==> src/rtl/core_consts.svh <==
`ifndef CORE_CONSTS_SVH
`define CORE_CONSTS_SVH

// ****************************************
// data path widths
// ****************************************
`define XLEN      32
`define REG_AW    5
`define NUM_REGS  32

// ****************************************
// rv32i base opcodes
// ****************************************
`define OP_RTYPE  7'b0110011
`define OP_ITYPE  7'b0010011
`define OP_LOAD   7'b0000011
`define OP_STORE  7'b0100011
`define OP_BRANCH 7'b1100011
`define OP_JAL    7'b1101111
`define OP_JALR   7'b1100111
`define OP_LUI    7'b0110111
`define OP_AUIPC  7'b0010111
`define OP_SYSTEM 7'b1110011
`define OP_FENCE  7'b0001111

// arithmetic and logic funct3
`define F3_ADD_SUB 3'b000
`define F3_SLL     3'b001
`define F3_SLT     3'b010
`define F3_SLTU    3'b011
`define F3_XOR     3'b100
`define F3_SR      3'b101
`define F3_OR      3'b110
`define F3_AND     3'b111

// branch funct3
`define F3_BEQ  3'b000
`define F3_BNE  3'b001
`define F3_BLT  3'b100
`define F3_BGE  3'b101
`define F3_BLTU 3'b110
`define F3_BGEU 3'b111

// sub / sra marker in funct7
`define F7_ALT 7'b0100000

`endif

==> src/rtl/rv_data_pkg.sv <==
`include "core_consts.svh"

package rv_data_pkg;

    // one data word
    typedef logic [`XLEN-1:0] word_t;

    // register index
    typedef logic [`REG_AW-1:0] reg_addr_t;

    // program counter
    typedef logic [`XLEN-1:0] pc_t;

    // instruction subfield
    typedef logic [2:0] funct3_t;

endpackage

==> src/rtl/rv_ctrl_pkg.sv <==
package rv_ctrl_pkg;

    typedef enum logic [3:0] {
        alu_add,
        alu_sub,
        alu_slt,
        alu_sltu,
        alu_xor,
        alu_or,
        alu_and,
        alu_sll,
        alu_srl,
        alu_sra,
        alu_eq,
        alu_neq,
        alu_lt,
        alu_ltu,
        alu_ge,
        alu_geu
    } alu_op_e;

    typedef enum logic [3:0] {
        cls_rtype,
        cls_itype,
        cls_load,
        cls_store,
        cls_branch,
        cls_jal,
        cls_jalr,
        cls_lui,
        cls_auipc,
        cls_system,
        cls_fence,
        cls_bad
    } instr_class_e;

    typedef enum logic [1:0] {
        exc_none,
        exc_illegal_opcode,
        exc_illegal_shift,
        exc_env_call
    } exc_e;

endpackage

==> src/rtl/decode_if.sv <==
interface decode_if
    import rv_data_pkg::*;
    import rv_ctrl_pkg::*;
();

    logic         ce;
    pc_t          pc;
    reg_addr_t    rs1;
    reg_addr_t    rs2;
    reg_addr_t    rd;
    word_t        imm;
    funct3_t      funct3;
    alu_op_e      alu_op;
    instr_class_e iclass;
    exc_e         exc;
    logic         writes_rd;

    // decoder side
    modport producer (
        output ce, pc, rs1, rs2, rd, imm, funct3,
        output alu_op, iclass, exc, writes_rd
    );

    // execute side
    modport consumer (
        input ce, pc, rs1, rs2, rd, imm, funct3,
        input alu_op, iclass, exc, writes_rd
    );

endinterface

==> src/rtl/decoder.sv <==
`include "core_consts.svh"

module decoder
    import rv_data_pkg::*;
    import rv_ctrl_pkg::*;
(
    input  logic       d_clk,
    input  logic       d_rst,
    input  word_t      instr,
    input  pc_t        pc,
    input  logic       in_ce,
    input  logic       stall,
    input  logic       flush,
    output reg_addr_t  rs1_addr,
    output reg_addr_t  rs2_addr,
    decode_if.producer dec
);

    logic [6:0]   opcode;
    logic [6:0]   funct7;
    funct3_t      funct3;
    reg_addr_t    rd_addr;
    logic         f7_alt;
    logic         f7_bad;
    logic         accept;
    instr_class_e iclass_d;
    word_t        imm_d;
    alu_op_e      alu_op_d;
    exc_e         exc_d;
    logic         writes_rd_d;

    // register addresses go straight to the register file
    assign rs1_addr = instr[19:15];
    assign rs2_addr = instr[24:20];
    assign rd_addr  = instr[11:7];
    assign opcode   = instr[6:0];
    assign funct3   = instr[14:12];
    assign funct7   = instr[31:25];

    assign f7_alt = (funct7 & `F7_ALT) != 7'd0;
    assign f7_bad = (funct7 & ~`F7_ALT) != 7'd0;
    assign accept = in_ce && !stall && !flush;

    // ****************************************
    // classify
    // ****************************************
    always_comb begin
        case (opcode)
            `OP_RTYPE:  iclass_d = cls_rtype;
            `OP_ITYPE:  iclass_d = cls_itype;
            `OP_LOAD:   iclass_d = cls_load;
            `OP_STORE:  iclass_d = cls_store;
            `OP_BRANCH: iclass_d = cls_branch;
            `OP_JAL:    iclass_d = cls_jal;
            `OP_JALR:   iclass_d = cls_jalr;
            `OP_LUI:    iclass_d = cls_lui;
            `OP_AUIPC:  iclass_d = cls_auipc;
            `OP_SYSTEM: iclass_d = cls_system;
            `OP_FENCE:  iclass_d = cls_fence;
            default:    iclass_d = cls_bad;
        endcase
    end

    // immediate per format, i-type by default
    always_comb begin
        case (iclass_d)
            cls_store:  imm_d = {{20{instr[31]}}, instr[31:25], instr[11:7]};
            cls_branch: imm_d = {{20{instr[31]}}, instr[7], instr[30:25], instr[11:8], 1'b0};
            cls_jal:    imm_d = {{12{instr[31]}}, instr[19:12], instr[20], instr[30:21], 1'b0};
            cls_lui,
            cls_auipc:  imm_d = {instr[31:12], 12'd0};
            default:    imm_d = {{20{instr[31]}}, instr[31:20]};
        endcase
    end

    always_comb begin
        alu_op_d = alu_add;
        if (iclass_d == cls_rtype || iclass_d == cls_itype) begin
            case (funct3)
                `F3_ADD_SUB: alu_op_d = (iclass_d == cls_rtype && f7_alt) ? alu_sub : alu_add;
                `F3_SLL:     alu_op_d = alu_sll;
                `F3_SLT:     alu_op_d = alu_slt;
                `F3_SLTU:    alu_op_d = alu_sltu;
                `F3_XOR:     alu_op_d = alu_xor;
                `F3_SR:      alu_op_d = f7_alt ? alu_sra : alu_srl;
                `F3_OR:      alu_op_d = alu_or;
                `F3_AND:     alu_op_d = alu_and;
                default:     alu_op_d = alu_add;
            endcase
        end else if (iclass_d == cls_branch) begin
            case (funct3)
                `F3_BEQ:  alu_op_d = alu_eq;
                `F3_BNE:  alu_op_d = alu_neq;
                `F3_BLT:  alu_op_d = alu_lt;
                `F3_BGE:  alu_op_d = alu_ge;
                `F3_BLTU: alu_op_d = alu_ltu;
                `F3_BGEU: alu_op_d = alu_geu;
                default:  alu_op_d = alu_eq;
            endcase
        end
    end

    // ****************************************
    // exceptions
    // ****************************************
    always_comb begin
        exc_d = exc_none;
        if (iclass_d == cls_bad) begin
            exc_d = exc_illegal_opcode;
        end else if (iclass_d == cls_system) begin
            exc_d = exc_env_call;
        end else if (iclass_d == cls_itype && f7_bad &&
                     (funct3 == `F3_SLL || funct3 == `F3_SR)) begin
            exc_d = exc_illegal_shift;
        end
    end

    assign writes_rd_d = (exc_d == exc_none) && (rd_addr != '0) &&
                         (iclass_d != cls_store) && (iclass_d != cls_branch) &&
                         (iclass_d != cls_fence);

    // flush drops whatever is presented this cycle
    always_ff @(posedge d_clk or negedge d_rst) begin
        if (!d_rst) begin
            dec.ce <= 1'b0;
        end else if (!stall) begin
            dec.ce <= in_ce && !flush;
        end
    end

    always_ff @(posedge d_clk) begin
        if (accept) begin
            dec.pc        <= pc;
            dec.rs1       <= rs1_addr;
            dec.rs2       <= rs2_addr;
            dec.rd        <= rd_addr;
            dec.imm       <= imm_d;
            dec.funct3    <= funct3;
            dec.alu_op    <= alu_op_d;
            dec.iclass    <= iclass_d;
            dec.exc       <= exc_d;
            dec.writes_rd <= writes_rd_d;
        end
    end

    a_bad_has_exc: assert property (@(posedge d_clk) disable iff (!d_rst)
        (dec.ce && dec.exc == exc_none) |-> dec.iclass != cls_bad)
        else $error("unknown opcode left decode without an exception");

endmodule

==> src/rtl/reg_file.sv <==
`include "core_consts.svh"

module reg_file
    import rv_data_pkg::*;
(
    input  logic      d_clk,
    input  logic      d_rst,
    input  logic      rd_en,
    input  reg_addr_t rs1_addr,
    input  reg_addr_t rs2_addr,
    output word_t     rs1_data,
    output word_t     rs2_data,
    input  logic      wr_en,
    input  reg_addr_t wr_addr,
    input  word_t     wr_data
);

    word_t regs [`NUM_REGS];

    // read returns the value before a write on the same edge
    always_ff @(posedge d_clk or negedge d_rst) begin
        if (!d_rst) begin
            for (int i = 0; i < `NUM_REGS; i++) begin
                regs[i] <= '0;
            end
            rs1_data <= '0;
            rs2_data <= '0;
        end else begin
            if (wr_en && wr_addr != '0) begin
                regs[wr_addr] <= wr_data;
            end
            if (rd_en) begin
                rs1_data <= (rs1_addr == '0) ? '0 : regs[rs1_addr];
                rs2_data <= (rs2_addr == '0) ? '0 : regs[rs2_addr];
            end
        end
    end

    // x0 writes are filtered in decode
    a_no_x0_write: assert property (@(posedge d_clk) disable iff (!d_rst)
        wr_en |-> wr_addr != '0)
        else $error("write enabled to x0");

endmodule

==> src/rtl/alu_execute.sv <==
module alu_execute
    import rv_data_pkg::*;
    import rv_ctrl_pkg::*;
(
    input  logic       d_clk,
    input  logic       d_rst,
    input  logic       stall,
    decode_if.consumer dec,
    input  word_t      rs1_data,
    input  word_t      rs2_data,
    output logic       wr_en,
    output reg_addr_t  wr_addr,
    output word_t      wr_data,
    output logic       out_ce,
    output pc_t        out_pc,
    output word_t      result,
    output reg_addr_t  rd,
    output logic       branch_taken,
    output pc_t        target,
    output exc_e       exc
);

    logic       fwd_vld;
    word_t      op_a;
    word_t      src2;
    word_t      op_b;
    logic [4:0] shamt;
    word_t      alu_out;
    word_t      res_d;
    pc_t        target_d;
    logic       taken_d;

    // ****************************************
    // operand select
    // ****************************************
    // previous write landed on the same edge as our read
    assign op_a = (fwd_vld && rd == dec.rs1) ? result : rs1_data;
    assign src2 = (fwd_vld && rd == dec.rs2) ? result : rs2_data;
    assign op_b = (dec.iclass == cls_rtype || dec.iclass == cls_branch) ? src2 : dec.imm;
    assign shamt = op_b[4:0];

    always_comb begin
        case (dec.alu_op)
            alu_add:  alu_out = op_a + op_b;
            alu_sub:  alu_out = op_a - op_b;
            alu_slt:  alu_out = word_t'($signed(op_a) < $signed(op_b));
            alu_sltu: alu_out = word_t'(op_a < op_b);
            alu_xor:  alu_out = op_a ^ op_b;
            alu_or:   alu_out = op_a | op_b;
            alu_and:  alu_out = op_a & op_b;
            alu_sll:  alu_out = op_a << shamt;
            alu_srl:  alu_out = op_a >> shamt;
            alu_sra:  alu_out = word_t'($signed(op_a) >>> shamt);
            alu_eq:   alu_out = word_t'(op_a == op_b);
            alu_neq:  alu_out = word_t'(op_a != op_b);
            alu_lt:   alu_out = word_t'($signed(op_a) < $signed(op_b));
            alu_ltu:  alu_out = word_t'(op_a < op_b);
            alu_ge:   alu_out = word_t'($signed(op_a) >= $signed(op_b));
            alu_geu:  alu_out = word_t'(op_a >= op_b);
            default:  alu_out = '0;
        endcase
    end

    // ****************************************
    // result and target
    // ****************************************
    always_comb begin
        res_d    = alu_out;
        target_d = dec.pc + dec.imm;
        case (dec.iclass)
            cls_lui:   res_d = dec.imm;
            cls_auipc: res_d = dec.pc + dec.imm;
            cls_jal:   res_d = dec.pc + 32'd4;
            cls_jalr: begin
                res_d    = dec.pc + 32'd4;
                target_d = (op_a + dec.imm) & ~32'd1;
            end
            cls_system,
            cls_fence,
            cls_bad:   res_d = '0;
            default:   res_d = alu_out;
        endcase
    end

    // funct3 010 and 011 are not branches
    assign taken_d = (dec.iclass == cls_branch) && alu_out[0] && (dec.funct3[2:1] != 2'b01);

    assign wr_en   = dec.ce && dec.writes_rd && !stall;
    assign wr_addr = dec.rd;
    assign wr_data = res_d;

    always_ff @(posedge d_clk or negedge d_rst) begin
        if (!d_rst) begin
            out_ce       <= 1'b0;
            branch_taken <= 1'b0;
            fwd_vld      <= 1'b0;
        end else if (!stall) begin
            out_ce       <= dec.ce;
            branch_taken <= dec.ce && taken_d;
            fwd_vld      <= wr_en;
        end
    end

    always_ff @(posedge d_clk) begin
        if (dec.ce && !stall) begin
            out_pc <= dec.pc;
            result <= res_d;
            rd     <= dec.rd;
            target <= target_d;
            exc    <= dec.exc;
        end
    end

    a_ce_after_reset: assert property (@(posedge d_clk)
        $rose(d_rst) |-> !out_ce)
        else $error("out_ce high right after reset");

    a_wr_no_exc: assert property (@(posedge d_clk) disable iff (!d_rst)
        wr_en |-> dec.exc == exc_none)
        else $error("register write for an excepting instruction");

endmodule

==> src/rtl/rv_core_top.sv <==
module rv_core_top
    import rv_data_pkg::*;
    import rv_ctrl_pkg::*;
(
    input  logic      d_clk,
    input  logic      d_rst,
    input  word_t     instr,
    input  pc_t       pc,
    input  logic      in_ce,
    input  logic      stall,
    input  logic      flush,
    output logic      out_ce,
    output pc_t       out_pc,
    output word_t     result,
    output reg_addr_t rd,
    output logic      branch_taken,
    output pc_t       target,
    output exc_e      exc
);

    reg_addr_t rs1_addr;
    reg_addr_t rs2_addr;
    word_t     rs1_data;
    word_t     rs2_data;
    logic      wr_en;
    reg_addr_t wr_addr;
    word_t     wr_data;

    decode_if dec_bus ();

    decoder u_decoder (
        .d_clk    (d_clk),
        .d_rst    (d_rst),
        .instr    (instr),
        .pc       (pc),
        .in_ce    (in_ce),
        .stall    (stall),
        .flush    (flush),
        .rs1_addr (rs1_addr),
        .rs2_addr (rs2_addr),
        .dec      (dec_bus.producer)
    );

    // read data registers alongside the decoder outputs
    reg_file u_reg_file (
        .d_clk    (d_clk),
        .d_rst    (d_rst),
        .rd_en    (!stall),
        .rs1_addr (rs1_addr),
        .rs2_addr (rs2_addr),
        .rs1_data (rs1_data),
        .rs2_data (rs2_data),
        .wr_en    (wr_en),
        .wr_addr  (wr_addr),
        .wr_data  (wr_data)
    );

    alu_execute u_alu_execute (
        .d_clk        (d_clk),
        .d_rst        (d_rst),
        .stall        (stall),
        .dec          (dec_bus.consumer),
        .rs1_data     (rs1_data),
        .rs2_data     (rs2_data),
        .wr_en        (wr_en),
        .wr_addr      (wr_addr),
        .wr_data      (wr_data),
        .out_ce       (out_ce),
        .out_pc       (out_pc),
        .result       (result),
        .rd           (rd),
        .branch_taken (branch_taken),
        .target       (target),
        .exc          (exc)
    );

endmodule

==> config.mk <==
export PLATFORM = sky130hd
export DESIGN_NAME = rv_core_top
export DESIGN_NICKNAME = d
export VERILOG_FILES = /design/src/rtl/rv_data_pkg.sv /design/src/rtl/rv_ctrl_pkg.sv /design/src/rtl/decode_if.sv /design/src/rtl/decoder.sv /design/src/rtl/reg_file.sv /design/src/rtl/alu_execute.sv /design/src/rtl/rv_core_top.sv
export VERILOG_INCLUDE_DIRS = /design/src /design/src/rtl
export SDC_FILE = /design/constraint.sdc
export NUM_CORES = 2
export LEC_CHECK = 0
export BUFFER_PORTS_ARGS = -buffer_cell sky130_fd_sc_hd__buf_4
export CORE_MARGIN = 4
export CORE_UTILIZATION = 35
export DETAILED_ROUTE_END_ITERATION = 7
export PLACE_DENSITY = 0.54
export SLEW_MARGIN = 20
export SYNTH_ARGS = -nofsm -noshare
export SYNTH_HDL_FRONTEND = slang
export SYNTH_HIERARCHICAL = 1
export SYNTH_SLANG_ARGS = --single-unit
==> constraint.sdc <==
create_clock -name d_clk -period 9.2 [get_ports d_clk]
set_input_delay 1.84 -clock d_clk [delete_from_list [all_inputs] [get_ports d_clk]]
set_output_delay 1.84 -clock d_clk [all_outputs]
set_load 0.05 [all_outputs]
==> flow_metrics.tcl <==
set metrics [dict create \
    status "complete, no violations" \
    syn_inst 6745 \
    timing.final.crit_share 0.8113 \
    fin_total_pwr_mw 15.49 \
    rsz_0062_raised_after_global_routing "false" \
    via_count 59910 \
    path_class "reg -> reg" \
    grt_max_degree 161 \
    cts.sinks 1287 \
    remaining_drc_errors 0 \
    layout.nets 6846 \
    timing_hold_violations_final 0 \
    finalWeightedCongestion 1.014 \
    clockRootBuffer "clkbuf_16" \
    placement.setup.worst_slack_ps 1896 \
    drv_slew 0 \
    switchingPower_mw 4.820 \
    postPlaceCellArea_sq_um 83340 \
    sw_frac_of_total 0.3113 \
    portBuffers 173 \
    timing_worst_slew_pin_value_ps 1148 \
    grt.overflow.total 0 \
    mostFrequentLayoutCell "dfrtp_1" \
    post_cts_hold_buffer_count 0 \
    core_sq_um 224900 \
    io_pins 174 \
    nFillCells 21410 \
    routedWlPerCell_microns 32.10 \
    timing.clock.skew_ps 36.31 \
    firstDrtPassIters 6 \
    cts_tree "done" \
    power.density_cell_area_nw_per_um2 175.1 \
    final.setup.tns_ps 0 \
    flow.area_growth_from_synthesis_pct 11.79 \
    die_width_microns 483.4 \
    clock_insertion_delay_worst_skew_ps 820 \
    routed_via_density 6.151 \
    static-leakage-power_nw 38.87 \
    max_clock_freq_mhz 134.0 \
    startpoint_type "register" \
    power.share.clock 0.393 \
    p_comb_frac 0.200 \
    global_route_wire_length_before_repair_mm 447.1 \
    end_kind "register" \
    wirelength_mm 312.7 \
    finalInstanceArea_sq_um 88430 \
    clk_pin_slew_worst_paths_ps 60 \
    intPower_mw 10.67 \
    synth_warnings 6 \
    global_route.usage.total 0.2602 \
    critical_path_peak_fanout 32 \
    cp.required_ps 9890 \
    number_of_global_route_vias_before_repair 60290 \
    start_util 0.3518 \
    power.sequential.fraction 0.407 \
    cts_inserted_buffers 148 \
    finalWorstPathRequiredPeriod_ps 7464 \
    drt.antenna.violating_nets 0 \
    floorplan.die.height_microns 483.4 \
    h-tree-depth 4 \
    holdCritPathClass "reg -> reg" \
    power.ir.vdd_worst_uv 175.2 \
    post_cts.repair.setup_buffers 0 \
    timing.critical_path.arrival_ps 8150 \
    worst_case_clock_buffer_depth 3 \
    dr.first_iter.drc_count 5826 \
    drv.max_cap_violation_count 0 \
    dp_hpwl_mm 208.7 \
    die_area_sq_um 233700 \
    syn_avg_cell_area_sq_um 11.73 \
    row_count 174 \
    layout_common_cells "dfrtp_1 (1,092), mux2_2 (1,077), mux2i_1 (493), nor2_1 (340), buf_4 (336)" \
    initial_antenna_violation_count 18 \
    drive_gt1_frac 0.3196 \
    cts_repair_resize_count 0 \
    syn_nets 6977 \
    fin_ws_ps 1736 \
    setup_viol 0 \
    post_synth_instance_area_sq_um 79110 \
    relSlewSlack 0.2328 \
]
critical path, stage by stage (launching register included):
cell and delay, ps:
edfxtp_1 440, xnor2_1 280, nand4_1 240, nor2_4 940, mux2i_1 760, a21oi_1 240, ha_1 550, nor2_1 170
nand2_1 120, nor4_1 490, nand2_1 290, a31oi_1 400, o32ai_1 250, o221ai_1 300, mux2_2 200, nor2_1 80
nor3_1 730, a32oi_2 210, buf_4 280, mux2_2 310
flip-flops by register name, summed over array words and instances (netlist names), 2 cells and up:
name and cells:
u_decoder/dec.exc 2, u_alu_execute/result 32, u_decoder/dec.pc 32, u_decoder/dec.rd 5, u_decoder/dec.rs1 5, u_decoder/dec.rs2 5
u_reg_file/regs 1024, u_reg_file/rs1_data 32, u_decoder/dec.alu_op 4, u_decoder/dec.imm 32, u_reg_file/rs2_data 32, u_alu_execute/target 32
u_alu_execute/out_pc 32, u_decoder/dec.iclass 4, u_alu_execute/exc 2, u_decoder/dec.funct3 2, u_alu_execute/rd 5
final timing paths:
check	start	endpoint	slack, ps	cells past startpoint
setup / recovery	u_alu_execute/rd[4]	u_reg_file/regs[160]	1740	19
min in group asynchronous	d_rst	u_reg_file/regs[501]	1020	1
hold / removal	u_reg_file/regs[1019]	u_reg_file/regs[1019]	400	0
hold reg to reg	u_reg_file/regs[1019]	u_reg_file/regs[1019]	400	0
max in group asynchronous	d_rst	u_reg_file/regs[47]	6270	3
setup reg to reg	u_alu_execute/rd[4]	u_reg_file/regs[160]	1740	19
cell type report:
| type | instances | area (sq um) | area share |
|---|---|---|---|
| clock inverter | 54 | 691.9 | 0.007824 |
| clock buffer | 218 | 4328 | 0.04894 |
| sequential | 1287 | 33180 | 0.3752 |
| multi-input combinational | 4694 | 43120 | 0.4875 |
| tap | 2992 | 3744 | 0.04233 |
| timing repair buffer | 354 | 2856 | 0.03230 |
| inverter | 129 | 486.7 | 0.005504 |
| antenna | 12 | 30.03 | 0.0003396 |
through the flow:
stage          hold slack [ps]  instances    util
6_report                 400.5       9740  0.3932
3_3_place_gp             383.5       9454  0.3706
2_1_floorplan            400.3       6745       -
4_1_cts                  400.4       9726  0.3929
5_1_grt                  410.9       9729  0.3931
3_5_place_dp             387.6       9454  0.3706
power groups by stage:
stage	clock, mW	sequential (mW)	combinational, mW
floorplan	0	6.35	1.86
detailed placement	0	6.40	3.03
finish	6.09	6.30	3.10
global placement	0	6.38	3.02
global route	6.47	6.32	3.27
CTS	6.23	6.29	3.04
metal layers:
layer	global-route usage	wire, microns
met5	0	81
met4	0.1245	16880
met3	0.04816	22260
met2	0.4151	143600
met1	0.3417	129800
(Power assumes the default switching activity.)
